<file path="src/logic/mipsPkg.sv">
package mipsPkg;

    typedef logic [31:0] word_t;
    typedef logic [4:0]  regAddr_t;

    localparam regAddr_t RegRet = 5'd31;
    localparam int DmAddrWidth = 10;
    localparam word_t ResetPc = 32'h0000_0000;

    // Primary opcodes in ir[31:26]
    localparam logic [5:0] OpRType = 6'h00;
    localparam logic [5:0] OpJ     = 6'h02;
    localparam logic [5:0] OpJal   = 6'h03;
    localparam logic [5:0] OpBeq   = 6'h04;
    localparam logic [5:0] OpAddiu = 6'h09;
    localparam logic [5:0] OpOri   = 6'h0d;
    localparam logic [5:0] OpLui   = 6'h0f;
    localparam logic [5:0] OpLb    = 6'h20;
    localparam logic [5:0] OpLw    = 6'h23;
    localparam logic [5:0] OpSb    = 6'h28;
    localparam logic [5:0] OpSw    = 6'h2b;

    // R-type function codes in ir[5:0]
    localparam logic [5:0] FnSll  = 6'h00;
    localparam logic [5:0] FnJr   = 6'h08;
    localparam logic [5:0] FnAddu = 6'h21;
    localparam logic [5:0] FnSubu = 6'h23;
    localparam logic [5:0] FnAnd  = 6'h24;
    localparam logic [5:0] FnOr   = 6'h25;
    localparam logic [5:0] FnSlt  = 6'h2a;

    typedef enum logic [2:0] {
        AluAdd, AluSub, AluAnd, AluOr, AluSlt, AluSll, AluLui
    } aluOp_t;

    // Next PC source
    typedef enum logic [1:0] {
        NpcSeq, NpcBranch, NpcJump, NpcReg
    } npcSel_t;

    typedef enum logic [1:0] {
        DstRt, DstRd, DstRet
    } regDst_t;

    typedef enum logic [1:0] {
        WbAlu, WbMem, WbPc
    } wbSel_t;

    typedef enum logic [1:0] {
        ExtZero, ExtSign, ExtHigh
    } extOp_t;

    typedef enum logic [2:0] {
        StFetch, StDecode, StExec, StMem, StWb
    } ctrlState_t;

endpackage

</file>
<file path="src/logic/regFile.sv">
`timescale 1ns/1ps

module regFile import mipsPkg::*; (
    input  logic     clk,
    input  logic     rstN,
    input  logic     we,
    input  regAddr_t rdAddrA,
    input  regAddr_t rdAddrB,
    input  regAddr_t wrAddr,
    input  word_t    wrData,
    output word_t    rdDataA,
    output word_t    rdDataB
);

    word_t regs [32];

    // Register 0 is cleared by reset and never written afterwards
    always_ff @(posedge clk or negedge rstN) begin
        if (!rstN) begin
            for (int i = 0; i < 32; i++) begin
                regs[i] <= '0;
            end
        end else if (we && wrAddr != 5'd0) begin
            regs[wrAddr] <= wrData;
        end
    end

    // Asynchronous reads
    assign rdDataA = regs[rdAddrA];
    assign rdDataB = regs[rdAddrB];

    wrAddrKnown: assert property (@(posedge clk) disable iff (!rstN)
        we |-> !$isunknown(wrAddr))
        else $error("register write with unknown address");

endmodule

</file>
<file path="config.mk">
export PLATFORM = sky130hd
export DESIGN_NAME = regFile
export DESIGN_NICKNAME = d
export VERILOG_FILES = /design/src/logic/mipsPkg.sv /design/src/logic/regFile.sv
export SDC_FILE = /design/constraint.sdc
export NUM_CORES = 2
export LEC_CHECK = 0
export BUFFER_PORTS_ARGS = -buffer_cell sky130_fd_sc_hd__buf_2
export CAP_MARGIN = 20
export CORE_MARGIN = 5
export CORE_UTILIZATION = 55
export DETAILED_ROUTE_END_ITERATION = 12
export GPL_TIMING_DRIVEN = 1
export PLACE_DENSITY_LB_ADDON = 0.08
export SLEW_MARGIN = 20
export SYNTH_ARGS = -nofsm -noshare
export SYNTH_HDL_FRONTEND = slang
export SYNTH_SLANG_ARGS = --single-unit
export TNS_END_PERCENT = 1
</file>
<file path="constraint.sdc">
create_clock -name clk -period 3.7 [get_ports clk]
set_input_delay 0.74 -clock clk [delete_from_list [all_inputs] [get_ports clk]]
set_output_delay 0.74 -clock clk [all_outputs]
set_load 0.05 [all_outputs]
</file>
==> results.rst <==
.. list-table::
   :header-rows: 1

   * - Metric
     - Value
   * - Run status
     - finished, final reports clean
   * - Hold Path Class
     - input port to asynchronous set/reset pin
   * - Highest Clock Rate
     - 277 MHz
   * - Sum of negative setup slack
     - 0 ns
   * - Logic depth of the worst register-to-register path
     - 1
   * - I/O pin total
     - 114
   * - TritonRoute pass-1 iters
     - 5
   * - Overall die width
     - 329 um
   * - Number of nets still failing antenna checks after routing
     - 0
   * - Number of sinks handled by clock tree synthesis
     - 1024
   * - Worst clock skew
     - 0 ns
   * - Data arrival at the endpoint of the critical path
     - 2.86 ns
   * - Area grow syn2layout
     - 12.6%
   * - Total routing resource utilization after global routing
     - 32.4%
   * - Pleak
     - 30.0 nW
   * - Area leader, netlist
     - sky130_fd_sc_hd__dfrtp_1
   * - TritonCTS clock tree
     - built
   * - Compound-cell area share of the yosys netlist
     - 7.01%
   * - Global route overflow
     - 0
   * - Starting Density
     - 55.1%
   * - Worst-margin pin slew
     - 0.839 ns
   * - Startpoint types
     - input port
   * - Number of global-route vias before repair
     - 39847
   * - Top FF cell, synth
     - sky130_fd_sc_hd__dfrtp_1
   * - Required time at the worst-slack endpoint
     - 2.96 ns
   * - Max Slew Vio Count
     - 0
   * - Detailed placement HPWL
     - 108 mm
   * - XOR/XNOR share of the synthesized area
     - 0%
   * - Cell area after synthesis
     - 55900 um^2
   * - Die Footprint
     - 108000 um^2
   * - Ratio of cells with drive above 1 in the final layout
     - 33.3%
   * - Count of maximum capacitance violations
     - 0
   * - Average cell area after synthesis
     - 12.2 um^2
   * - Worst-path clk slew
     - 0.05 ns
   * - Part of the Yosys area used for sequential elements
     - 45.8%
   * - Worst ir drop on vdd
     - 0.429 mV
   * - Leading post-synthesis cells by cell area
     - sky130_fd_sc_hd__dfrtp_1 (46%), sky130_fd_sc_hd__mux2_2 (19%), sky130_fd_sc_hd__mux2i_1 (18%)
   * - Count of flip-flops with a built-in enable after synthesis
     - 0
   * - Routed vias
     - 39251
   * - Warning count from the yosys run
     - 0
   * - Commonest cells in the netlist
     - sky130_fd_sc_hd__dfrtp_1 (1024), sky130_fd_sc_hd__mux2i_1 (1024), sky130_fd_sc_hd__mux2_2 (953)
   * - Flip-flop and latch count after synthesis
     - 1024
   * - Count of routing violations after the opening detailed-route iteration
     - 3256
   * - Adder-Cell Fraction of Synth Area
     - 0%
   * - Die Height
     - 329 um
   * - Buffer depth of the longest clock path
     - 3
   * - Setup crit start
     - rdAddrB[2]
   * - Total number of placement rows
     - 117
   * - Buffer type at the clock tree root
     - sky130_fd_sc_hd__clkbuf_16
   * - Unrepaired setup endpoints after global routing
     - false
   * - End of the critical path
     - rdDataB[12]
   * - Skew-Pair Late Insertion Delay
     - 0.69 ns
   * - Power density cells
     - 533 nW/um^2
   * - Clock period minus final worst setup slack
     - 3.60 ns
   * - Number of failing hold endpoints at the final stage
     - 0
   * - Maximum number of pins on one net before global-route repair
     - 115
   * - Count of cell types in the netlist
     - 28
   * - Total wirelength of the detailed-routed design
     - 177 mm
   * - Number of antenna violations at the first check in global routing
     - 17
   * - Post-synth net total
     - 4651
   * - Element type at the critical path end
     - output port
   * - Flip-flop count of the largest register, all copies and words added
     - 1024
   * - Largest fanout on the critical path
     - 21
   * - Count of port buffers added during placement
     - 113
   * - Setup slack, reg-to-reg
     - 2.87 ns
   * - Ratio of final minimum period to clock period
     - 97.4%
   * - Post-CTS setup buffer count
     - 0
   * - Worst reg2reg startpoint
     - regs[14]$_DFFE_PN0P_
   * - CTS Buf Count
     - 112
   * - Basic-gate share of the synthesized area counting and, or, nand and nor cells
     - 4.39%
   * - Regs by FF count
     - regs (1024)
   * - Count of hold buffers inserted by post-cts repair
     - 0
   * - Net count, final
     - 4669
   * - Wire length of the first global-routing pass
     - 264 mm
   * - Number of gates resized after cts
     - 0
   * - Post-synth ARST share
     - 100%
   * - Fraction of synthesized cell area taken by the top area cell type
     - 45.8%
   * - Gate Count Post-Synth
     - 4601
   * - Combinational family with the most area after synthesis
     - multiplexers
   * - Global placement routability congestion
     - 0.845
   * - Worst flop-to-flop path endpoint
     - regs[14]$_DFFE_PN0P_
   * - Core area
     - 101000 um^2
   * - Total of endpoints with negative setup slack in the final report
     - 0
   * - Worst slew margin relative to its limit
     - 43.9%
   * - Total power of the final layout
     - 0.0336 W
   * - Largest reg by FF count
     - regs
   * - Number of vias per cell after detailed routing
     - 6.45
   * - Worst Setup Path Type
     - input port to output port
   * - Average wire per standard cell
     - 29.1 um
   * - Mux contribution to synthesized area
     - 38.3%
   * - Total number of H-tree levels
     - 3
   * - Drc violations
     - 0
-- how the worst min path moves through the flow --
stage	start	cells after the start	slack [ns]	endpoint
finish	rstN	1	0.03	regs[593]$_DFFE_PN0P_
global route	rstN	1	0.04	regs[529]$_DFFE_PN0P_
floorplan	rstN	0	0.44	regs[0]$_DFFE_PN0P_
CTS	rstN	1	0.02	regs[593]$_DFFE_PN0P_
global placement	regs[1012]$_DFFE_PN0P_	0	0.39	regs[1012]$_DFFE_PN0P_
detailed placement	regs[1004]$_DFFE_PN0P_	0	0.39	regs[1004]$_DFFE_PN0P_
-- logic make-up (layout without fill, tap and decap cells) --
logic type / after synthesis / count (layout)
other: 0 / 11
and+or+nand+nor: 512 / 512
DFF: 1024 / 1024
buffers and inverters: 473 / 581
muxes: 2016 / 2016
AOI/OAI and AO/OA: 576 / 576
-- per-layer routing --
layer	GRT usage, %	share of wire, %
met4	14.0	4.7
met5	0	0.0073
met1	43.4	43
met3	5.22	5.5
met2	52.4	47
-- power by group --
part	switching, W	internal (W)
Sequential	0.00162	0.0133
Combinational	0.00336	0.00343
Clock	0.00470	0.00710
-- worst max-delay path: stages --
cell	delay, ns
sky130_fd_sc_hd__buf_2	0.16
sky130_fd_sc_hd__nor2b_4	0.20
sky130_fd_sc_hd__buf_4	0.39
sky130_fd_sc_hd__a22o_1	0.22
sky130_fd_sc_hd__nor3_1	0.06
sky130_fd_sc_hd__a31oi_1	0.42
sky130_fd_sc_hd__nand3_1	0.34
sky130_fd_sc_hd__buf_2	0.32
-- layout by cell type, fill, tap and decap left out, drive strengths merged, types with 3 or more instances in the layout --
cell type  count
dfrtp       1024
nand2        210
nor3b          4
nor2b          4
buf          377
a21oi        192
or2            3
clkinv        22
mux2         992
diode         11
a22o         128
a31oi         64
a22oi        192
nor3          65
nor2          19
nand2b         4
mux2i       1024
clkbuf       167
bufinv        11
nand3b         4
nand3        194
-- through the flow --
step,hold slack [ns],utilization (%),std cells,setup WS [ns],instance area [um^2]
after floorplan,0.444,-,4601,0.698,55900
after global placement,0.385,58.2,5873,0.168,59100
after detailed placement,0.388,58.2,5873,0.175,59100
after CTS,0.0170,62.0,6077,0.174,62900
after global routing,0.0379,62.1,6087,0.114,63000
final,0.0277,62.1,6088,0.0960,63000
-- final cells by class --
cell class / instances / area [um^2]
Fill cell: 8212 / 38500
Multi-Input combinational cell: 3104 / 27900
Sequential cell: 1024 / 25600
Timing Repair Buffer: 377 / 3810
Clock buffer: 167 / 3420
Tap cell: 1368 / 1710
Clock inverter: 37 / 473
Antenna cell: 11 / 27.5
(Power assumes the default switching activity.)
