### config.mk
export PLATFORM = sky130hd
export DESIGN_NAME = alu
export DESIGN_NICKNAME = d
export VERILOG_FILES = /design/src/logic/mipsPkg.sv /design/src/logic/alu.sv
export SDC_FILE = /design/constraint.sdc
export NUM_CORES = 1
export LEC_CHECK = 0
export ABC_AREA = 1
export BUFFER_PORTS_ARGS = -buffer_cell sky130_fd_sc_hd__buf_2
export CAP_MARGIN = 20
export CORE_MARGIN = 1
export CORE_UTILIZATION = 50
export DETAILED_ROUTE_END_ITERATION = 6
export GPL_ROUTABILITY_DRIVEN = 1
export GPL_TIMING_DRIVEN = 0
export PLACE_DENSITY = 0.7
export SYNTH_ARGS = -nofsm -noshare
export SYNTH_HDL_FRONTEND = slang
export SYNTH_SLANG_ARGS = --single-unit
### constraint.sdc
create_clock -name vclk -period 2.66
set_input_delay 0.266 -clock vclk [all_inputs]
set_output_delay 0.266 -clock vclk [all_outputs]
set_load 0.05 [all_outputs]
### src/logic/mipsPkg.sv
package mipsPkg;

    typedef logic [31:0] word_t;
    typedef logic [4:0]  regAddr_t;

    localparam regAddr_t RegRet = 5'd31;
    localparam int DmAddrWidth = 10;
    localparam word_t ResetPc = 32'h0000_0000;

    // Primary opcodes in ir[31:26]
    localparam logic [5:0] OpRType = 6'h00;
    localparam logic [5:0] OpJ     = 6'h02;
    localparam logic [5:0] OpJal   = 6'h03;
    localparam logic [5:0] OpBeq   = 6'h04;
    localparam logic [5:0] OpAddiu = 6'h09;
    localparam logic [5:0] OpOri   = 6'h0d;
    localparam logic [5:0] OpLui   = 6'h0f;
    localparam logic [5:0] OpLb    = 6'h20;
    localparam logic [5:0] OpLw    = 6'h23;
    localparam logic [5:0] OpSb    = 6'h28;
    localparam logic [5:0] OpSw    = 6'h2b;

    // R-type function codes in ir[5:0]
    localparam logic [5:0] FnSll  = 6'h00;
    localparam logic [5:0] FnJr   = 6'h08;
    localparam logic [5:0] FnAddu = 6'h21;
    localparam logic [5:0] FnSubu = 6'h23;
    localparam logic [5:0] FnAnd  = 6'h24;
    localparam logic [5:0] FnOr   = 6'h25;
    localparam logic [5:0] FnSlt  = 6'h2a;

    typedef enum logic [2:0] {
        AluAdd, AluSub, AluAnd, AluOr, AluSlt, AluSll, AluLui
    } aluOp_t;

    // Next PC source
    typedef enum logic [1:0] {
        NpcSeq, NpcBranch, NpcJump, NpcReg
    } npcSel_t;

    typedef enum logic [1:0] {
        DstRt, DstRd, DstRet
    } regDst_t;

    typedef enum logic [1:0] {
        WbAlu, WbMem, WbPc
    } wbSel_t;

    typedef enum logic [1:0] {
        ExtZero, ExtSign, ExtHigh
    } extOp_t;

    typedef enum logic [2:0] {
        StFetch, StDecode, StExec, StMem, StWb
    } ctrlState_t;

endpackage

### src/logic/alu.sv
`timescale 1ns/1ps

module alu import mipsPkg::*; (
    input  aluOp_t     aluOp,
    input  word_t      x,
    input  word_t      y,
    input  logic [4:0] shamt,
    output word_t      result,
    output logic       zero
);

    always_comb begin
        case (aluOp)
            AluAdd: begin
                result = x + y;
            end
            AluSub: begin
                result = x - y;
            end
            AluAnd: begin
                result = x & y;
            end
            AluOr: begin
                result = x | y;
            end
            AluSlt: begin
                // signed compare
                result = {31'b0, $signed(x) < $signed(y)};
            end
            AluSll: begin
                result = y << shamt;
            end
            AluLui: begin
                result = {y[15:0], 16'h0000};
            end
            default: begin
                result = x + y;
            end
        endcase
    end

    // Used by beq after a subtract
    assign zero = (result == '0);

endmodule

==> out/results.tsv, run 1 <==
metric	value	unit
vias	12200	
pwr-share-clk	0	%
cts_hold_buf	0	
tns	-0.370	ns
area_growth	30.0	%
place_inst	2032	
seq_cell_count	0	
relSlewSlack	43.0	%
ant_nets	0	
max_cap_viol_count	0	
crit_required	2.39	ns
end_kind	output pin	
synth.cell_area	8410	um2
layout_worst_path_cycle_share	114	%
drv_slew	0	
drt-vias-per-instance	5.88	
syn-num-nets	1880	
synth_simple_gate_area_share	52.9	%
layout_setup_ws	-0.370	ns
detail_route.wl_per_cell	20.7	um
grt_start_max_net_pins	11	
drive_above_1_share	26.1	%
synth-xor-area-share	1.15	%
grt.overflow.total	0	
n_clock_buffer	0	
critPathCapture	zero	
hold_violations	0	
leakagePower	6.20	nW
synth-adder-area-share	14.8	%
die_h	132	um
timing.hold.ws	1.16	ns
pwr-share-seq	0	%
coreArea	16500	um2
hpwl	33700	um
power	2.89	mW
start_util	50.9	%
grt_pass1_wl	63300	um
place_ws	-0.922	ns
fin_util	66.2	%
status	finished with violations	
grt_pass1_vias	11200	
drt_iter0_markers	1416	
drc_errors	1	
seq_area_frac_synth	0	%
drtPass1Iterations	7	
netlist_instances	1710	
power_switching_share	68.7	%
crit_path_max_fanout	5	
gp_congestion	1.06	
hold_path_class	in2out	
startpoint	y[5]	
muxShareOfSynthArea	0	%
fin_area	10900	um2
violations	DRC, setup timing	
antenna_found_initial	2	
instances_no_fill	2073	
yosys_warnings	0	
final_nets	2023	
fp.dieW	132	um
min_period	3.03	ns
io_pins	105	
rsz0062_at_grt	yes	
whs_path_depth	7	
synth_compound_area_share	11.7	%
seq_area	0	um2
timing_worst_setup_path_type	in2out	
synthDistinctLibCells	39	
startpoint_type	primary input	
io_buffers	102	
rows	47	
max_freq	330	MHz
cp.arrival	2.76	ns
vdd_drop_max	172	uV
timing.final.setup_violations	1	
switchingPower	1.98	mW
power_frac_comb	100.0	%
track_usage	47.6	%
p_int	903	uW
synth_top_family_by_area	simple AND/OR/NAND/NOR gates	
finalWirelength	42800	um
syn-mean-instance-area	4.92	um2
die_area	17300	um2
tightest_slew	0.856	ns
dpl_cell_area	9440	um2
p_per_area	264	nW/um2
## layout by cell type (no fill, tap or decap), types with 12 or more instances in the layout
cell / instances
nand2_1: 493
buf_6: 31
ha_1: 80
nand2_2: 66
nand3_2: 27
o21ai_0: 24
o211ai_1: 18
o21ai_1: 17
nand2_4: 17
a21oi_2: 15
nor2_2: 30
nor2_4: 35
inv_1: 273
a21oi_1: 54
inv_2: 43
nand3_1: 211
nand4_1: 19
clkbuf_1: 12
ha_4: 15
buf_2: 95
nor2_1: 109
buf_4: 52
## worst max-delay path, cell delays in order
cell and delay (ns):
buf_8 0.08, clkinvlp_4 0.15, ha_4 0.39, buf_12 0.12
nor2_4 0.04, buf_4 0.14, a21oi_4 0.17, nand2_4 0.09
nand2_4 0.10, nand2_8 0.07, nand2_1 0.09, nand3_1 0.07
nand3_1 0.10, nand3_2 0.13, nor2_4 0.14, nand2_1 0.07
nor2_1 0.11, nand2_2 0.12, nor2_4 0.12, buf_6 0.17
## cell type report
class | instances | area, um2
Multi-Input combinational cell | 1319 | 7910
Fill cell | 1591 | 5590
Inverter | 323 | 1230
Timing Repair Buffer | 145 | 1030
Buffer | 64 | 478
Tap cell | 220 | 275
Antenna cell | 2 | 5.00
## Yosys cell counts (17+ instances only)
master | count | area share (%)
buf_4 | 17 | 1.5
buf_2 | 24 | 1.4
o21ai_0 | 34 | 2.0
nor2_2 | 18 | 1.3
a21oi_1 | 73 | 4.3
inv_1 | 308 | 14
o211ai_1 | 18 | 1.6
nor2_1 | 155 | 6.9
nand3_1 | 241 | 14
ha_1 | 96 | 14
nand4_1 | 19 | 1.4
nand2_1 | 562 | 25
## what timing repair did
item	CTS	global route
pin swaps	69	18
resized for setup	286	47
buffers inserted	38	4
gates cloned	1	0
setup endpoints to repair	21	12
## logic make-up after synthesis
kind of cell               count (synthesis)
and+or+nand+nor                         1042
buffers and inverters                    391
AOI/OAI and AO/OA                        168
adders and majority gates                 98
xor gates and xnor gates                  11
## power groups by stage
stage | clock (mW) | sequential, mW | combinational (mW)
2_1_floorplan | 0 | 0 | 1.66
3_3_place_gp | 0 | 0 | 2.33
3_5_place_dp | 0 | 0 | 2.35
4_1_cts | 0 | 0 | 2.70
5_1_grt | 0 | 0 | 3.05
6_report | 0.0000000329 | 0 | 2.89
## routing by layer
| metal | vias up | share of wire (%) | GRT usage (%) |
|---|---|---|---|
| met5 | - | 0 | 0 |
| met4 | 0 | 7.6 | 31.5 |
| met3 | 196 | 13 | 9.53 |
| met2 | 866 | 42 | 73.5 |
| met1 | 5486 | 37 | 59.8 |
| li1 | 5644 | - | - |
## worst min-delay path by stage
stage | slack (ns) | end | startpoint
after global routing | 1.18 | result[0] | aluOp[1]
after CTS | 1.18 | result[0] | aluOp[1]
after detailed placement | 1.22 | result[0] | aluOp[1]
final | 1.16 | result[0] | aluOp[1]
after global placement | 1.19 | result[0] | aluOp[1]
after floorplan | 0.88 | result[24] | y[8]
(Power assumes the default switching activity.)
==> run 2, diff against run 1 <==
ABC_AREA = default   (was 1)
CELL_PAD_IN_SITES_DETAIL_PLACEMENT = 0   (was default)
CELL_PAD_IN_SITES_GLOBAL_PLACEMENT = 1   (was default)
CORE_UTILIZATION = 44   (was 50)
PLACE_DENSITY = 0.95   (was 0.7)
==> out/results.tsv, run 2 <==
metric	value	unit	change
status	finished with violations		unchanged
violations	setup timing		was DRC, setup timing
p_per_area	292	nW/um2	was 264 nW/um2
synthTopCellsByArea	ha_1 16%, mux2i_1 7.5%, mux4_2 6.7%, a21oi_1 6.3%, inv_1 5.2%		was nand2_1 25%, nand3_1 14%, ha_1 14%, inv_1 14%, nor2_1 6.9%
io_buffers	104		was 102
vias	10400		was 12200
seq_area_frac_synth	0	%	unchanged
yosysMostFrequentCell	inv_1		was nand2_1
drt_iter0_markers	1357		was 1416
grt.overflow.total	0		unchanged
layout_setup_ws	-2.05	ns	was -0.370 ns
drtPass1Iterations	7		unchanged
die_h	131	um	was 132 um
fin_util	69.2	%	was 66.2%
finalWirelength	38200	um	was 42800 um
io_pins	105		unchanged
leakagePower	4.75	nW	was 6.20 nW
drv_slew	0		unchanged
pwr-share-seq	0	%	about the same
switchingPower	1.95	mW	was 1.98 mW
start_util	45.7	%	was 50.9%
final_cell_mix	82 x nor2_1, 81 x ha_1, 80 x inv_1, 77 x buf_4, 68 x nand2_1		was 493 x nand2_1, 273 x inv_1, 211 x nand3_1, 109 x nor2_1, 95 x buf_2
yosysTopAreaCell	ha_1		was nand2_1
yosys-top-cells-count	102 x inv_1, 96 x ha_1, 92 x a21oi_1		was 562 x nand2_1, 308 x inv_1, 241 x nand3_1
layout_worst_path_cycle_share	177	%	was 114%
end_kind	output pin		unchanged
final_nets	1425		was 2023
relSlewSlack	45.6	%	was 43.0%
place_ws	-2.76	ns	was -0.922 ns
die_area	17200	um2	was 17300 um2
hold_violations	0		unchanged
synthDistinctLibCells	81		was 39
hpwl	28300	um	was 33700 um
drive_above_1_share	39.9	%	was 26.1%
instances_no_fill	1469		was 2073
area_growth	51.4	%	was 30.0%
diodes	0		was 2
detail_route.wl_per_cell	26.0	um	was 20.7 um
power_frac_comb	100.0	%	about the same
timing.final.setup_violations	27		was 1
seq_cell_count	0		unchanged
antenna_found_initial	0		was 2
rsz0062_at_grt	yes		unchanged
syn-num-nets	1237		was 1880
max_freq	212	MHz	was 330 MHz
rows	46		was 47
crit_path_max_fanout	3		was 5
coreArea	16100	um2	was 16500 um2
startpoint_type	primary input		unchanged
yosys_warnings	0		unchanged
final_common_cell	nor2_1		was nand2_1
place_inst	1388		was 2032
cp_common_cell	or4_1		was nor2_4
timing.hold.ws	1.27	ns	was 1.16 ns
power_switching_share	60.2	%	was 68.7%
drc_errors	0		was 1
track_usage	41.2	%	was 47.6%
syn-mean-instance-area	6.88	um2	was 4.92 um2
tightest_slew	0.808	ns	was 0.856 ns
drt-vias-per-instance	7.09		was 5.88
crit_required	2.39	ns	about the same
netlist_instances	1067		was 1710
crit_slowest_cell	or4_4		was ha_4
path_cells	buf_12, ha_4, fa_2, a21o_1, a221o_1, a31oi_4, nor3_1, or4_1, or4_1, or4_1, or4_4, nor4_4, nand4bb_1, nor4_2, buf_4		was buf_8, clkinvlp_4, ha_4, buf_12, nor2_4, buf_4, a21oi_4, nand2_4, nand2_4, nand2_8, nand2_1, nand3_1, nand3_1, nand3_2, nor2_4, nand2_1, nor2_1, nand2_2, nor2_4, buf_6
gp_congestion	1.02		was 1.06
p_int	1.29	mW	was 903 uW
fp.dieW	131	um	was 132 um
critPathMaxStageDelay	0.56	ns	was 0.39 ns
min_period	4.71	ns	was 3.03 ns
grt_pass1_vias	9612		was 11200
n_clock_buffer	0		unchanged
netlist.area_leader.share	16.4	%	was 25.1%
cts_hold_buf	0		unchanged
pwr-share-clk	0	%	about the same
hold_path_class	in2out		unchanged
seq_area	0	um2	unchanged
vdd_drop_max	228	uV	was 172 uV
grt_pass1_wl	55500	um	was 63300 um
whs_path_depth	5		was 7
timing_worst_setup_path_type	in2out		unchanged
grt_start_max_net_pins	11		unchanged
cp.arrival	4.45	ns	was 2.76 ns
ant_nets	0		unchanged
synth.cell_area	7340	um2	was 8410 um2
max_cap_viol_count	0		unchanged
run 2: changes by cell type after synthesis, sizes merged, moves of 33 or more:
| cell | change |
|---|---|
| nor2 | -84 |
| nand3 | -225 |
| nand2 | -500 |
| inv | -215 |
| clkbuf | +33 |
| mux2i | +55 |
run 2: area by class of cell:
class                           count  area [um2]
Timing Repair Buffer              191        1640
Multi-Input combinational cell    886        8140
Fill cell                        1275        4940
Buffer                             69         608
Tap cell                          216         270
Inverter                          107         459
run 2: path summary, 6_finish.rpt:
check	start	end	slack [ns]
max	x[0]	zero	-2.05
min	x[31]	result[0]	1.27
run 2: routing by layer:
metal / GRT usage (%) / wire length (um)
met2: 66.2 / 16500
met4: 20.0 / 2630
met1: 53.2 / 14200
met5: 0 / 0
met3: 6.75 / 4840
run 2: worst max-delay path, delay by kind of cell:
kind,cells,cell delay [ns]
and+or+nand+nor,8,2.43
AOI/OAI and AO/OA,3,0.88
adders and majority gates,2,0.51
buffers and inverters,2,0.34
run 2: cells by family (layout without fill, tap and decap cells):
group,count (synthesis),in the layout,share of synthesized area (%)
buf+inv,181,367,9.65
fa+ha+maj,98,98,16.9
simple gates,307,307,20.6
mux,85,85,15.5
xor+xnor,4,4,0.477
compound gates,392,392,36.9
run 2: power groups by stage:
| stage | registers (mW) | clock network (mW) | logic [mW] |
|---|---|---|---|
| floorplan | 0 | 0 | 1.69 |
| global placement | 0 | 0 | 2.33 |
| detailed placement | 0 | 0 | 2.35 |
| CTS | 0 | 0 | 2.89 |
| global route | 0 | 0 | 3.36 |
| finish | 0 | 0 | 3.24 |
run 2: timing repair:
action,4_1_cts,5_1_grt
setup endpoints to repair,30,30
pin swaps,59,55
setup buffers,60,43
resized for setup,303,148
run 2: metrics by stage:
step	setup TNS (ns)	total power [mW]	area, um2
after detailed placement	-28.17	2.35	8820
after global routing	-20.44	3.36	11100
final	-18.83	3.24	11100
after global placement	-29.12	2.33	8810
after CTS	-15.33	2.89	10400
after floorplan	-5.79	1.69	8020
==> run 3, diff against run 2 <==
ABC_AREA = 1   (was default)
CAP_MARGIN = 10   (was 20)
CORE_UTILIZATION = 41   (was 44)
==> out/results.tsv, run 3 (synthesized netlist as in run 1, its figures left out) <==
metric	value	unit	change
ant_nets	0		unchanged
timing.hold.ws	1.18	ns	was 1.27 ns
cts_hold_buf	0		unchanged
relSlewSlack	37.9	%	was 45.6%
instances_no_fill	2150		was 1469
nFillCells	2069		was 1275
max_freq	339	MHz	was 212 MHz
tightest_slew	0.932	ns	was 0.808 ns
drtPass1Iterations	6		was 7
area_growth	37.8	%	was 51.4%
end_kind	output pin		unchanged
rows	52		was 46
n_clock_buffer	0		unchanged
vias	12100		was 10400
final_common_cell	nand2_1		was nor2_1
drv_slew	0		unchanged
hp-start	aluOp[1]		was x[31]
io_buffers	102		was 104
startpoint_type	primary input		unchanged
startpoint	y[11]		was x[0]
timing_worst_setup_path_type	in2out		unchanged
hold_end	result[0]		unchanged
status	finished with violations		unchanged
io_pins	105		unchanged
top_usage_layer	met2		unchanged
hold_violations	0		unchanged
final_cell_mix	455 x nand2_1, 263 x inv_1, 202 x nand3_1, 95 x nor2_1, 94 x nand2_2		was 82 x nor2_1, 81 x ha_1, 80 x inv_1, 77 x buf_4, 68 x nand2_1
met1_usage	51.2	%	was 53.2%
place_ws	-1.01	ns	was -2.76 ns
hold_path_class	in2out		unchanged
grt_pass1_wl	62600	um	was 55500 um
crit_path_max_fanout	7		was 3
grt_pass1_vias	10900		was 9612
layout_worst_path_cycle_share	111	%	was 177%
leakagePower	6.44	nW	was 4.75 nW
tns	-0.290	ns	was -18.83 ns
drc_errors	0		unchanged
start_util	41.7	%	was 45.7%
cp.arrival	2.68	ns	was 4.45 ns
layout_setup_ws	-0.290	ns	was -2.05 ns
vdd_drop_max	126	uV	was 228 uV
whs_path_depth	7		was 5
fp.dieW	145	um	was 131 um
grt.met2_usage	61.9	%	was 66.2%
gr-usage-met3	5.06	%	was 6.75%
final_nets	2051		was 1425
hpwl	33800	um	was 28300 um
antenna_found_initial	1		was 0
gp_congestion	1.02		about the same
die_area	21100	um2	was 17200 um2
drt-vias-per-instance	5.65		was 7.09
seq_cell_count	0		unchanged
crit_required	2.39	ns	about the same
place_inst	2082		was 1388
track_usage	38.6	%	was 41.2%
drt_iter0_markers	1338		was 1357
max_cap_viol_count	0		unchanged
finalWirelength	42600	um	was 38200 um
die_h	145	um	was 131 um
coreArea	20200	um2	was 16100 um2
grt_start_max_net_pins	11		unchanged
detail_route.wl_per_cell	19.8	um	was 26.0 um
rsz0062_at_grt	yes		unchanged
p_per_area	261	nW/um2	was 292 nW/um2
seq_area	0	um2	unchanged
min_period	2.95	ns	was 4.71 ns
timing.final.setup_violations	1		was 27
grt.overflow.total	0		unchanged
violations	setup timing		unchanged
drive_above_1_share	31.6	%	was 39.9%
[run 3: cell types whose count changed in the layout (fill, tap and decap cells not counted), moves of 32 or more]
cell     before  now
nand2_1      68  455
nand3_1      16  202
inv_1        80  263
nand2_2       8   94
mux2i_1      54    0
nor2_4        5   44
buf_2        55   90
nor2_2        3   35
[run 3: report_power, final]
group / switching (mW) / internal, mW
Clock: 0 / 0.0000000164
Sequential: 0 / 0
Combinational: 2.04 / 0.985
[run 3: per-layer routing]
metal  vias to the layer above  routed length (um)
met5                         -                  12
met4                         2                2480
met3                       147                4710
met2                       766               18600
met1                      5532               16800
li1                       5697                   -
[run 3: worst max-delay path, stage by stage]
cell and delay [ns]:
buf_6 0.12, inv_4 0.06, ha_1 0.31, buf_6 0.16
nor2_4 0.12, nand2_1 0.11, inv_2 0.10, nand2_1 0.11
inv_1 0.08, nand2_2 0.08, nand2_4 0.09, nand2_4 0.07
nand2_4 0.07, nand2_4 0.06, nand3_2 0.09, nand2_2 0.05
nand2_2 0.08, nand3_2 0.10, nor2_4 0.18, nand2_2 0.09
nor2_4 0.10, buf_8 0.15
[run 3: worst max-delay path by stage]
stage and end:
2_1_floorplan zero, 4_1_cts zero, 3_5_place_dp zero, 3_3_place_gp zero, 6_report zero, 5_1_grt zero
[run 3: layout make-up]
type,count,area (um2),share of cell area (%)
tap,270,338,2.91
timing repair buffer,173,1260,10.8
multi-input combinational,1319,8250,71.1
buffer,64,495,4.27
antenna,1,2.50,0.0216
inverter,323,1250,10.8
[run 3: repair_timing]
| item | 4_1_cts | 5_1_grt |
|---|---|---|
| resized for setup | 304 | 158 |
| buffers inserted | 47 | 20 |
| pin swaps | 87 | 96 |
| endpoints found under the setup margin | 22 | 9 |
| hold endpoints to repair | 0 | 0 |
| gates cloned | 4 | 0 |
[run 3: through the flow]
step / area, um2 / power (mW) / util, %
5_1_grt: 11600 / 3.22 / 57.5
3_3_place_gp: 9500 / 2.34 / 47.1
2_1_floorplan: 8650 / 1.66 / -
4_1_cts: 10900 / 2.74 / 54.2
6_report: 11600 / 3.03 / 57.5
3_5_place_dp: 9500 / 2.36 / 47.1
