**src/logic/mipsPkg.sv**
```systemverilog
package mipsPkg;

    typedef logic [31:0] word_t;
    typedef logic [4:0]  regAddr_t;

    localparam regAddr_t RegRet = 5'd31;
    localparam int DmAddrWidth = 10;
    localparam word_t ResetPc = 32'h0000_0000;

    // Primary opcodes in ir[31:26]
    localparam logic [5:0] OpRType = 6'h00;
    localparam logic [5:0] OpJ     = 6'h02;
    localparam logic [5:0] OpJal   = 6'h03;
    localparam logic [5:0] OpBeq   = 6'h04;
    localparam logic [5:0] OpAddiu = 6'h09;
    localparam logic [5:0] OpOri   = 6'h0d;
    localparam logic [5:0] OpLui   = 6'h0f;
    localparam logic [5:0] OpLb    = 6'h20;
    localparam logic [5:0] OpLw    = 6'h23;
    localparam logic [5:0] OpSb    = 6'h28;
    localparam logic [5:0] OpSw    = 6'h2b;

    // R-type function codes in ir[5:0]
    localparam logic [5:0] FnSll  = 6'h00;
    localparam logic [5:0] FnJr   = 6'h08;
    localparam logic [5:0] FnAddu = 6'h21;
    localparam logic [5:0] FnSubu = 6'h23;
    localparam logic [5:0] FnAnd  = 6'h24;
    localparam logic [5:0] FnOr   = 6'h25;
    localparam logic [5:0] FnSlt  = 6'h2a;

    typedef enum logic [2:0] {
        AluAdd, AluSub, AluAnd, AluOr, AluSlt, AluSll, AluLui
    } aluOp_t;

    // Next PC source
    typedef enum logic [1:0] {
        NpcSeq, NpcBranch, NpcJump, NpcReg
    } npcSel_t;

    typedef enum logic [1:0] {
        DstRt, DstRd, DstRet
    } regDst_t;

    typedef enum logic [1:0] {
        WbAlu, WbMem, WbPc
    } wbSel_t;

    typedef enum logic [1:0] {
        ExtZero, ExtSign, ExtHigh
    } extOp_t;

    typedef enum logic [2:0] {
        StFetch, StDecode, StExec, StMem, StWb
    } ctrlState_t;

endpackage

```
**src/logic/fetchUnit.sv**
```systemverilog
`timescale 1ns/1ps

module fetchUnit import mipsPkg::*; (
    input  logic        clk,
    input  logic        rstN,
    input  logic        pcWr,
    input  logic        irWr,
    input  npcSel_t     npcSel,
    input  word_t       branchOff,
    input  logic [25:0] jumpTarget,
    input  word_t       regTarget,
    input  word_t       instr,
    output word_t       pc,
    output word_t       ir
);

    word_t nextPc;

    // By StExec the PC already holds PC+4 of the current instruction
    always_comb begin
        case (npcSel)
            NpcBranch: nextPc = pc + branchOff;
            NpcJump:   nextPc = {pc[31:28], jumpTarget, 2'b00};
            NpcReg:    nextPc = regTarget;
            default:   nextPc = pc + 32'd4;
        endcase
    end

    always_ff @(posedge clk or negedge rstN) begin
        if (!rstN) begin
            pc <= ResetPc;
        end else if (pcWr) begin
            pc <= nextPc;
        end
    end

    // Instruction register
    always_ff @(posedge clk or negedge rstN) begin
        if (!rstN) begin
            ir <= '0;
        end else if (irWr) begin
            ir <= instr;
        end
    end

    pcAligned: assert property (@(posedge clk) disable iff (!rstN) pc[1:0] == 2'b00)
        else $error("PC not word aligned: %h", pc);

endmodule

```
**config.mk**
```make
export PLATFORM = sky130hd
export DESIGN_NAME = fetchUnit
export DESIGN_NICKNAME = d
export VERILOG_FILES = /design/src/logic/mipsPkg.sv /design/src/logic/fetchUnit.sv
export SDC_FILE = /design/constraint.sdc
export NUM_CORES = 1
export LEC_CHECK = 0
export BUFFER_PORTS_ARGS = -buffer_cell sky130_fd_sc_hd__buf_2
export CAP_MARGIN = 40
export CORE_ASPECT_RATIO = 1.25
export CORE_MARGIN = 1
export CORE_UTILIZATION = 30
export DETAILED_ROUTE_END_ITERATION = 6
export GPL_ROUTABILITY_DRIVEN = 0
export PLACE_DENSITY_LB_ADDON = 0.05
export SYNTH_ARGS = -nofsm -noshare
export SYNTH_HDL_FRONTEND = slang
export SYNTH_SLANG_ARGS = --single-unit
```
**constraint.sdc**
```tcl
create_clock -name clk -period 4.6 [get_ports clk]
set_clock_uncertainty 0.15 [all_clocks]
set_input_delay 0.69 -clock clk [delete_from_list [all_inputs] [get_ports clk]]
set_output_delay 0.69 -clock clk [all_outputs]
set_load 0.02 [all_outputs]
```
==> results_tabular.tex, run 1 <==
\begin{tabular}{lr}
\hline
Metric & Value \\
\hline
\multicolumn{2}{l}{\textbf{Outcome}} \\
\quad Status & finished with violations \\
\quad Violations in the final reports & design-rule violations \\
\multicolumn{2}{l}{\textbf{Floorplan}} \\
\quad Area of the die & 19700 µm² \\
\quad Starting Density & 30.5\% \\
\quad Die width & 126 µm \\
\quad Core Box Area & 18800 µm² \\
\quad \# IOs & 192 \\
\quad Die height & 157 µm \\
\quad Rows & 56 \\
\multicolumn{2}{l}{\textbf{STA}} \\
\quad Final setup violation count & 0 \\
\quad Final clock period utilization by the worst path & 66.0\% \\
\quad Post-Route Setup TNS & 0 ns \\
\quad Pin slew with the least headroom to its limit & 0.734 ns \\
\quad RSZ-0062 raised after global routing & false \\
\quad Worst relative slew slack & 50.9\% \\
\quad Highest Clock Rate & 330 MHz \\
\quad Final critical-path setup slack & 1.57 ns \\
\quad Worst slack on hold paths & 0.120 ns \\
\quad Hold violation total from the final report & 0 \\
\quad Final Max Tran Viols & 0 \\
\quad Final worst path period need & 3.03 ns \\
\multicolumn{2}{l}{\textbf{Logic synthesis}} \\
\quad Syn avg cell area & 8.91 µm² \\
\quad Sequential element share of the synthesized area & 27.9\% \\
\quad Dominant combinational cell family by area after synthesis & compound AO/OA/AOI/OAI gates \\
\quad Post-synth EDFFs & 0 \\
\quad Area fraction of the dominant cell type after synthesis & 27.9\% \\
\quad Synth top area cells & sky130\_fd\_sc\_hd\_\_dfrtp\_1 28\%, sky130\_fd\_sc\_hd\_\_mux2\_2 9.4\%, sky130\_fd\_sc\_hd\_\_ha\_1 7.0\% \\
\quad Mux contribution to synthesized area & 15.3\% \\
\quad Gate Count Post-Synth & 644 \\
\quad Post-synthesis cell area & 5740 µm² \\
\quad Ranking of synthesized cells by instance count & 65 x sky130\_fd\_sc\_hd\_\_nand2\_1, 64 x sky130\_fd\_sc\_hd\_\_dfrtp\_1, 56 x sky130\_fd\_sc\_hd\_\_a21oi\_1, 48 x sky130\_fd\_sc\_hd\_\_mux2\_2, 39 x sky130\_fd\_sc\_hd\_\_o21ai\_0 \\
\quad Most common cell in the netlist & sky130\_fd\_sc\_hd\_\_nand2\_1 \\
\quad Number of nets produced by synthesis & 805 \\
\quad XOR/XNOR share of the synthesized area & 4.58\% \\
\quad Post-synthesis sequential element count & 64 \\
\quad Most frequently used flop master after synthesis & sky130\_fd\_sc\_hd\_\_dfrtp\_1 \\
\quad Post-Synth Adder-Cell Area & 7.33\% \\
\quad Synth area leader & sky130\_fd\_sc\_hd\_\_dfrtp\_1 \\
\quad Fraction of synthesis flops using an asynchronous set or reset pin & 100\% \\
\quad Ys Warns & 0 \\
\quad Synth unique cells & 72 \\
\quad Simple-Gate Fraction of Synth Area & 16.9\% \\
\quad Fraction of the mapped netlist area in compound gates & 23.1\% \\
\multicolumn{2}{l}{\textbf{Worst setup path}} \\
\quad Kind of critical path & in2reg \\
\quad CP top delay family & compound AO/OA/AOI/OAI gates \\
\quad Setup crit end kind & flop \\
\quad Cell chain of the critical path & buf\_2, ha\_1, inv\_1, fa\_1, nand2b\_1, a21oi\_1, o22ai\_4, o21ai\_2, a21oi\_1, o311ai\_1, mux2i\_1, nand3b\_1 \\
\quad Data required time of the worst path & 4.68 ns \\
\quad Slowest cell delay on critical path & 0.39 ns \\
\quad Worst reg-to-reg setup slack & 1.59 ns \\
\quad Most used cell along the critical path & sky130\_fd\_sc\_hd\_\_a21oi\_1 \\
\quad Capturing point of the worst reg2reg path & pc[30] \\
\quad Critical-path maximum fanout & 4 \\
\quad Worst Reg2Reg Path Length in Cells & 11 \\
\quad Slowest-stage cell, CP & sky130\_fd\_sc\_hd\_\_fa\_1 \\
\quad Critical path launch point type & input port \\
\quad Buffers \& Inverters on Critical Path & 2 \\
\quad Endpoint arrival time on the critical path & 3.12 ns \\
\quad Origin of the critical flop-to-flop path & pc[0] \\
\multicolumn{2}{l}{\textbf{Clock network}} \\
\quad Maximum level of the CTS H-tree & 3 \\
\quad Master cell of the clock root buffer & sky130\_fd\_sc\_hd\_\_clkbuf\_16 \\
\quad Worst-Skew Late Latency & 0.34 ns \\
\quad Number of hold-repair buffers added at the cts stage & 0 \\
\quad CTS Buffer Depth & 2 \\
\quad TritonCTS sink count & 64 \\
\quad Clock tree from TritonCTS & built \\
\quad Number of instances resized during post-cts repair & 0 \\
\quad Post-CTS Setup Inserts & 0 \\
\quad Reg clk slew, reported paths & 0.07 ns \\
\quad Total CTS buffers & 9 \\
\multicolumn{2}{l}{\textbf{Finish}} \\
\quad Share of layout cells above drive strength 1 & 35.9\% \\
\quad Diode count & 0 \\
\quad Finished Cell Area & 7170 µm² \\
\quad Nets & 975 \\
\quad Count of non-filler cells in the finished layout & 1051 \\
\quad Fin util & 38.2\% \\
\quad Layout fillers & 2009 \\
\quad Area growth from synthesis to final layout & 25.0\% \\
\multicolumn{2}{l}{\textbf{Global route}} \\
\quad Vias in the first global route & 5640 \\
\quad Overall routing resource usage & 20.8\% \\
\quad First-pass GRT wire length & 31.4 mm \\
\quad Largest net degree at the start of global routing & 45 \\
\quad Sum of overflow across all layers after global routing & 0 \\
\quad Number of antenna violations at the first check in global routing & 1 \\
\multicolumn{2}{l}{\textbf{Routing}} \\
\quad Vias per std cell & 5.36 \\
\quad Via count of the routed design & 5637 \\
\quad DRC violation count after routing & 18 \\
\quad Routed wire length & 20.1 mm \\
\quad Wire per inst & 19.1 µm \\
\quad Detail Route Antenna Nets & 0 \\
\quad Number of iterations in the first detailed-routing pass & 7 \\
\quad Count of routing violations after the opening detailed-route iteration & 270 \\
\multicolumn{2}{l}{\textbf{Placement}} \\
\quad Post-placement cell count & 1035 \\
\quad PortBufs & 191 \\
\quad DP Worst Slack & 1.20 ns \\
\quad Placed wire-length estimate & 15.4 mm \\
\quad Cell area reported after detailed placement & 6840 µm² \\
\multicolumn{2}{l}{\textbf{Power and ir drop}} \\
\quad Overall power & 3.19 mW \\
\quad Worst IR Drop VDD & 176 µV \\
\quad Leakage Power & 3.19 nW \\
\quad Ratio of total power to cell area & 444 nW/µm² \\
\multicolumn{2}{l}{\textbf{Run}} \\
\quad Max-cap check violation count & 0 \\
\multicolumn{2}{l}{\textbf{Worst hold path}} \\
\quad Path category of the worst min-delay check & in2async \\
\hline
\end{tabular}
-- state kept, by name (all words and copies together), names as in the netlist --
register,cells
ir,32
pc,32
-- report_power, final --
part / leakage, nW / switching, mW / internal [mW]
Combinational: 2.28 / 0.920 / 0.655
Clock: 0.162 / 0.299 / 0.481
Sequential: 0.742 / 0.166 / 0.666
Total: 3.19 / 1.38 / 1.80
-- metal layers --
| metal | routed length [µm] | up-vias | GRT usage (%) |
|---|---|---|---|
| li1 | - | 2749 | - |
| met1 | 8730 | 2677 | 26.0 |
| met2 | 10000 | 186 | 36.5 |
| met3 | 968 | 23 | 2.84 |
| met4 | 347 | 2 | 6.91 |
| met5 | 13 | - | 0 |
-- worst max-delay path by stage --
| stage | slack [ns] | start | to | cells after the start |
|---|---|---|---|---|
| final | 1.57 | branchOff[0] | pc[30] | 12 |
| after global routing | 1.35 | pc[0] | pc[30] | 11 |
| after CTS | 1.56 | branchOff[0] | pc[30] | 12 |
| after detailed placement | 1.20 | branchOff[0] | pc[30] | 12 |
| after global placement | 1.23 | branchOff[0] | pc[18] | 12 |
| after floorplan | 1.60 | branchOff[0] | pc[18] | 11 |
-- logic make-up (layout without fill, tap and decap cells) --
| kind of cell | after synthesis | count (layout) |
|---|---|---|
| xor gates and xnor gates | 30 | 30 |
| adders and majority gates | 33 | 33 |
| AOI/OAI and AO/OA | 191 | 191 |
| DFF | 64 | 64 |
| and+or+nand+nor | 198 | 198 |
| buffers and inverters | 57 | 232 |
| muxes | 71 | 71 |
-- cell type report --
class	instances	area [µm²]	area share (%)
Inverter	17	63.8	0.890
Sequential cell	64	1600	22.3
Timing Repair Buffer	199	1040	14.4
Clock buffer	9	225	3.14
Tap cell	232	290	4.05
Multi-Input combinational cell	523	3850	53.7
Clock inverter	7	103	1.43
-- layout by cell type, fill, tap and decap left out, types with 14 or more instances in the layout --
cell                      Yosys  final
sky130_fd_sc_hd__mux2_2      48     48
sky130_fd_sc_hd__ha_1        32     32
sky130_fd_sc_hd__mux2i_1     14     14
sky130_fd_sc_hd__a21oi_1     56     56
sky130_fd_sc_hd__xnor2_1     21     21
sky130_fd_sc_hd__buf_2        8    191
sky130_fd_sc_hd__dfrtp_1     64     64
sky130_fd_sc_hd__inv_1       17     17
sky130_fd_sc_hd__nand2_1     65     65
sky130_fd_sc_hd__nand3_1     30     30
sky130_fd_sc_hd__o21ai_0     39     39
sky130_fd_sc_hd__nor2_1      35     34
-- worst reg2reg max path, delay by kind of cell (launching register included) --
kind	cells	cell delay (ns)
simple gates	2	0.27
fa+ha+maj	2	0.61
flops	1	0.38
buf+inv	1	0.07
compound gates	5	1.20
mux	1	0.24
Power figures use the tool's default switching activity.
==> run 2, diff against run 1 <==
==> constraint.sdc (replaced) <==
create_clock -name clk -period 2.6 [get_ports clk]
set_clock_uncertainty 0.15 [all_clocks]
set_input_delay 0.39 -clock clk [delete_from_list [all_inputs] [get_ports clk]]
set_output_delay 0.39 -clock clk [all_outputs]
set_load 0.02 [all_outputs]
==> run 2 against run 1 <==
  * Critical endpoint is now pc[29]
  * Hold slack better by 0.0040 ns
  * Sequential share of layout area is 2.9 points lower
  * Via count up 8.1%
  * Largest cell class unchanged
  * The run ends with design-rule violations, negative setup slack left
  * Global-route usage rose by 0.89 points
  * Clock-buffer cell count increased by 1
  * Die area is the same
  * Critical path type is now reg2reg
  * Non-clock buffer count increased by 100
==> results_tabular.tex, run 2 (synthesis results as in run 1) <==
\begin{tabular}{lr}
\hline
Metric & Value \\
\hline
\multicolumn{2}{l}{\textbf{Global route}} \\
\quad Largest net degree at the start of global routing & 34 (-24\%) \\
\quad Most heavily used metal layer in global routing & met2 \\
\quad Met1 layer usage reported by global route & 25.8\% (-0.24 points) \\
\quad Global routing met2 resource utilization & 37.4\% (+0.82 points) \\
\quad Number of antenna violations at the first check in global routing & 0 (-1) \\
\quad First-pass GRT wire length & 32.8 mm (+4.4\%) \\
\quad Grt met3 use & 4.07\% (+1.2 points) \\
\quad Overall routing resource usage & 21.7\% (+0.89 points) \\
\quad Vias in the first global route & 6201 (+9.9\%) \\
\quad Sum of overflow across all layers after global routing & 0 (unchanged) \\
\multicolumn{2}{l}{\textbf{STA}} \\
\quad Final worst path period need & 2.61 ns \\
\quad Final clock period utilization by the worst path & 100\% \\
\quad Worst relative slew slack & 44.1\% (-6.8 points) \\
\quad Highest Clock Rate & 384 MHz \\
\quad RSZ-0062 raised after global routing & true \\
\quad Hold violation total from the final report & 0 (unchanged) \\
\quad Final critical-path setup slack & -0.00677 ns (-1.57 ns) \\
\quad Pin slew with the least headroom to its limit & 0.836 ns (+0.102 ns) \\
\quad Final setup violation count & 1 (+1) \\
\quad Final Max Tran Viols & 0 (unchanged) \\
\multicolumn{2}{l}{\textbf{Finish}} \\
\quad Count of non-filler cells in the finished layout & 1152 (+9.6\%) \\
\quad Top library cells by usage in the layout, fill and taps aside & 191 x sky130\_fd\_sc\_hd\_\_buf\_2, 98 x sky130\_fd\_sc\_hd\_\_buf\_4, 64 x sky130\_fd\_sc\_hd\_\_nand2\_1 \\
\quad Largest registers in the final layout & ir (32), pc (32) \\
\quad Share of layout cells above drive strength 1 & 47.8\% (+12 points) \\
\quad Most common cell after layout, fill and taps aside & sky130\_fd\_sc\_hd\_\_buf\_2 \\
\quad Fin util & 43.9\% (+5.8 points) \\
\quad Finished Cell Area & 8250 µm² (+15\%) \\
\quad Area growth from synthesis to final layout & 43.9\% \\
\quad Nets & 1075 (+10\%) \\
\multicolumn{2}{l}{\textbf{Routing}} \\
\quad Via count of the routed design & 6091 (+8.1\%) \\
\quad Detail Route Antenna Nets & 0 (unchanged) \\
\quad Wire per inst & 18.3 µm (-4.6\%) \\
\quad Count of routing violations after the opening detailed-route iteration & 334 (+24\%) \\
\quad Vias per std cell & 5.29 (-1.4\%) \\
\quad DRC violation count after routing & 38 (+20) \\
\quad Number of iterations in the first detailed-routing pass & 7 (unchanged) \\
\quad Routed wire length & 21.0 mm (+4.6\%) \\
\multicolumn{2}{l}{\textbf{Worst setup path}} \\
\quad Critical path launch point type & flop \\
\quad Data required time of the worst path & 2.72 ns (-1.96 ns) \\
\quad Setup crit end kind & flop \\
\quad Origin of the critical flop-to-flop path & pc[1] \\
\quad Startpoint of the most critical setup path & pc[1] \\
\quad Critical-path maximum fanout & 4 (unchanged) \\
\quad Kind of critical path & reg2reg \\
\quad Endpoint arrival time on the critical path & 2.72 ns (-0.40 ns) \\
\quad Worst reg-to-reg setup slack & -0.007 ns (-1.60 ns) \\
\multicolumn{2}{l}{\textbf{Placement}} \\
\quad DP Worst Slack & -0.287 ns (-1.49 ns) \\
\quad Cell area reported after detailed placement & 7690 µm² (+12\%) \\
\quad Post-placement cell count & 1132 (+9.4\%) \\
\quad PortBufs & 191 (unchanged) \\
\quad Placed wire-length estimate & 16.4 mm (+6.8\%) \\
\multicolumn{2}{l}{\textbf{Clock network}} \\
\quad Worst-Skew Late Latency & 0.35 ns (about the same) \\
\quad CTS Buffer Depth & 2 (unchanged) \\
\quad Reg clk slew, reported paths & 0.06 ns (about the same) \\
\quad Maximum level of the CTS H-tree & 3 (unchanged) \\
\quad TritonCTS sink count & 64 (unchanged) \\
\quad Master cell of the clock root buffer & sky130\_fd\_sc\_hd\_\_clkbuf\_16 \\
\quad Total CTS buffers & 9 (unchanged) \\
\quad Clock tree from TritonCTS & built \\
\multicolumn{2}{l}{\textbf{Power and ir drop}} \\
\quad Psw & 2.67 mW (+93\%) \\
\quad Proportion of power drawn by the clock network & 18.3\% (-6.2 points) \\
\quad Leakage Power & 3.70 nW (+16\%) \\
\quad Fraction of power consumed by sequential logic & 21.1\% (-5.0 points) \\
\quad Share of total power in combinational logic & 60.6\% (+11 points) \\
\quad Worst IR Drop VDD & 315 µV (+79\%) \\
\quad P\_int & 3.62 mW (+100\%) \\
\quad Switching share of power & 42.4\% (-1.0 points) \\
\quad Ratio of total power to cell area & 762 nW/µm² (+71\%) \\
\multicolumn{2}{l}{\textbf{Run}} \\
\quad Max-cap check violation count & 0 (unchanged) \\
\multicolumn{2}{l}{\textbf{Floorplan}} \\
\quad Core Box Area & 18800 µm² (unchanged) \\
\quad Starting Density & 30.5\% (unchanged) \\
\quad Die height & 157 µm (unchanged) \\
\quad Rows & 56 (unchanged) \\
\quad Die width & 126 µm (unchanged) \\
\quad \# IOs & 192 (unchanged) \\
\quad Area of the die & 19700 µm² (unchanged) \\
\multicolumn{2}{l}{\textbf{Outcome}} \\
\quad Violations in the final reports & design-rule violations, negative setup slack \\
\quad Status & finished with violations \\
\multicolumn{2}{l}{\textbf{Worst hold path}} \\
\quad Origin of the worst min-delay path & instr[22] \\
\quad Path category of the worst min-delay check & in2reg \\
\hline
\end{tabular}
==> run 2: changes by cell type in the layout (fill, tap and decap cells not counted), sizes merged <==
| cell | change |
|---|---|
| clkinv | -1 |
| bufinv | -2 |
| buf | +99 |
| inv | -1 |
| diode | +1 |
| clkinvlp | +3 |
| clkbuf | +1 |
| dlygate4sd3 | +1 |
==> run 2: stage by stage <==
step,TNS (ns),hold WS (ns),power [mW]
floorplan,0,-0.0556,3.52
CTS,-0.0747,0.111,6.17
global placement,-2.32,0.262,4.87
finish,-0.00677,0.124,6.29
detailed placement,-2.67,0.268,4.90
global route,-0.586,0.121,6.71
==> run 2: worst paths after layout <==
kind / cells past startpoint / endpoint
max: 10 / pc[29]
min: 2 / ir[22]
max reg2reg: 10 / pc[29]
min reg2reg: 1 / ir[7]
max in group asynchronous: 3 / ir[3]
min in group asynchronous: 2 / ir[22]
==> run 2: what timing repair did <==
action | in CTS | in global routing
hold endpoints to repair | 16 | 0
pin swaps | 12 | 21
buffers inserted | 1 | 1
setup endpoints to repair | 16 | 18
gates cloned | 0 | 0
hold buffers | 1 | 0
resized for setup | 17 | 37
==> run 2: power by group through the flow <==
| stage | logic (mW) | registers [mW] | clock network [mW] |
|---|---|---|---|
| global placement | 3.55 | 1.33 | 0 |
| floorplan | 1.87 | 1.65 | 0 |
| detailed placement | 3.57 | 1.33 | 0 |
| global route | 4.15 | 1.35 | 1.22 |
| CTS | 3.67 | 1.32 | 1.18 |
| finish | 3.81 | 1.33 | 1.15 |
==> run 2: area by class of cell <==
type                       instances  area (µm²)
clock inverter                     6        45.0
multi-input combinational        523        4170
tap                              232         290
antenna                            1        2.50
clock buffer                      10         229
inverter                          17        63.8
timing repair buffer             299        1850
sequential                        64        1610
fill                            1895       10500
==> run 2: worst max-delay path, cell delays in order, from the launching register on <==
cell                       delay, ns
sky130_fd_sc_hd__dfrtp_2        0.43
sky130_fd_sc_hd__ha_4           0.28
sky130_fd_sc_hd__a211oi_2       0.06
sky130_fd_sc_hd__nor2_2         0.21
sky130_fd_sc_hd__a41oi_4        0.18
sky130_fd_sc_hd__a31oi_4        0.27
sky130_fd_sc_hd__buf_6          0.13
sky130_fd_sc_hd__a22oi_2        0.10
sky130_fd_sc_hd__nor3_2         0.22
sky130_fd_sc_hd__mux2_2         0.35
sky130_fd_sc_hd__o211ai_1       0.15
==> run 2: per-layer routing <==
metal,vias up,share of wire [%],routed length (µm)
met5,-,0,0
met4,0,3.4,715
met3,35,6.2,1300
met2,224,49,10400
met1,2877,41,8640
li1,2955,-,-
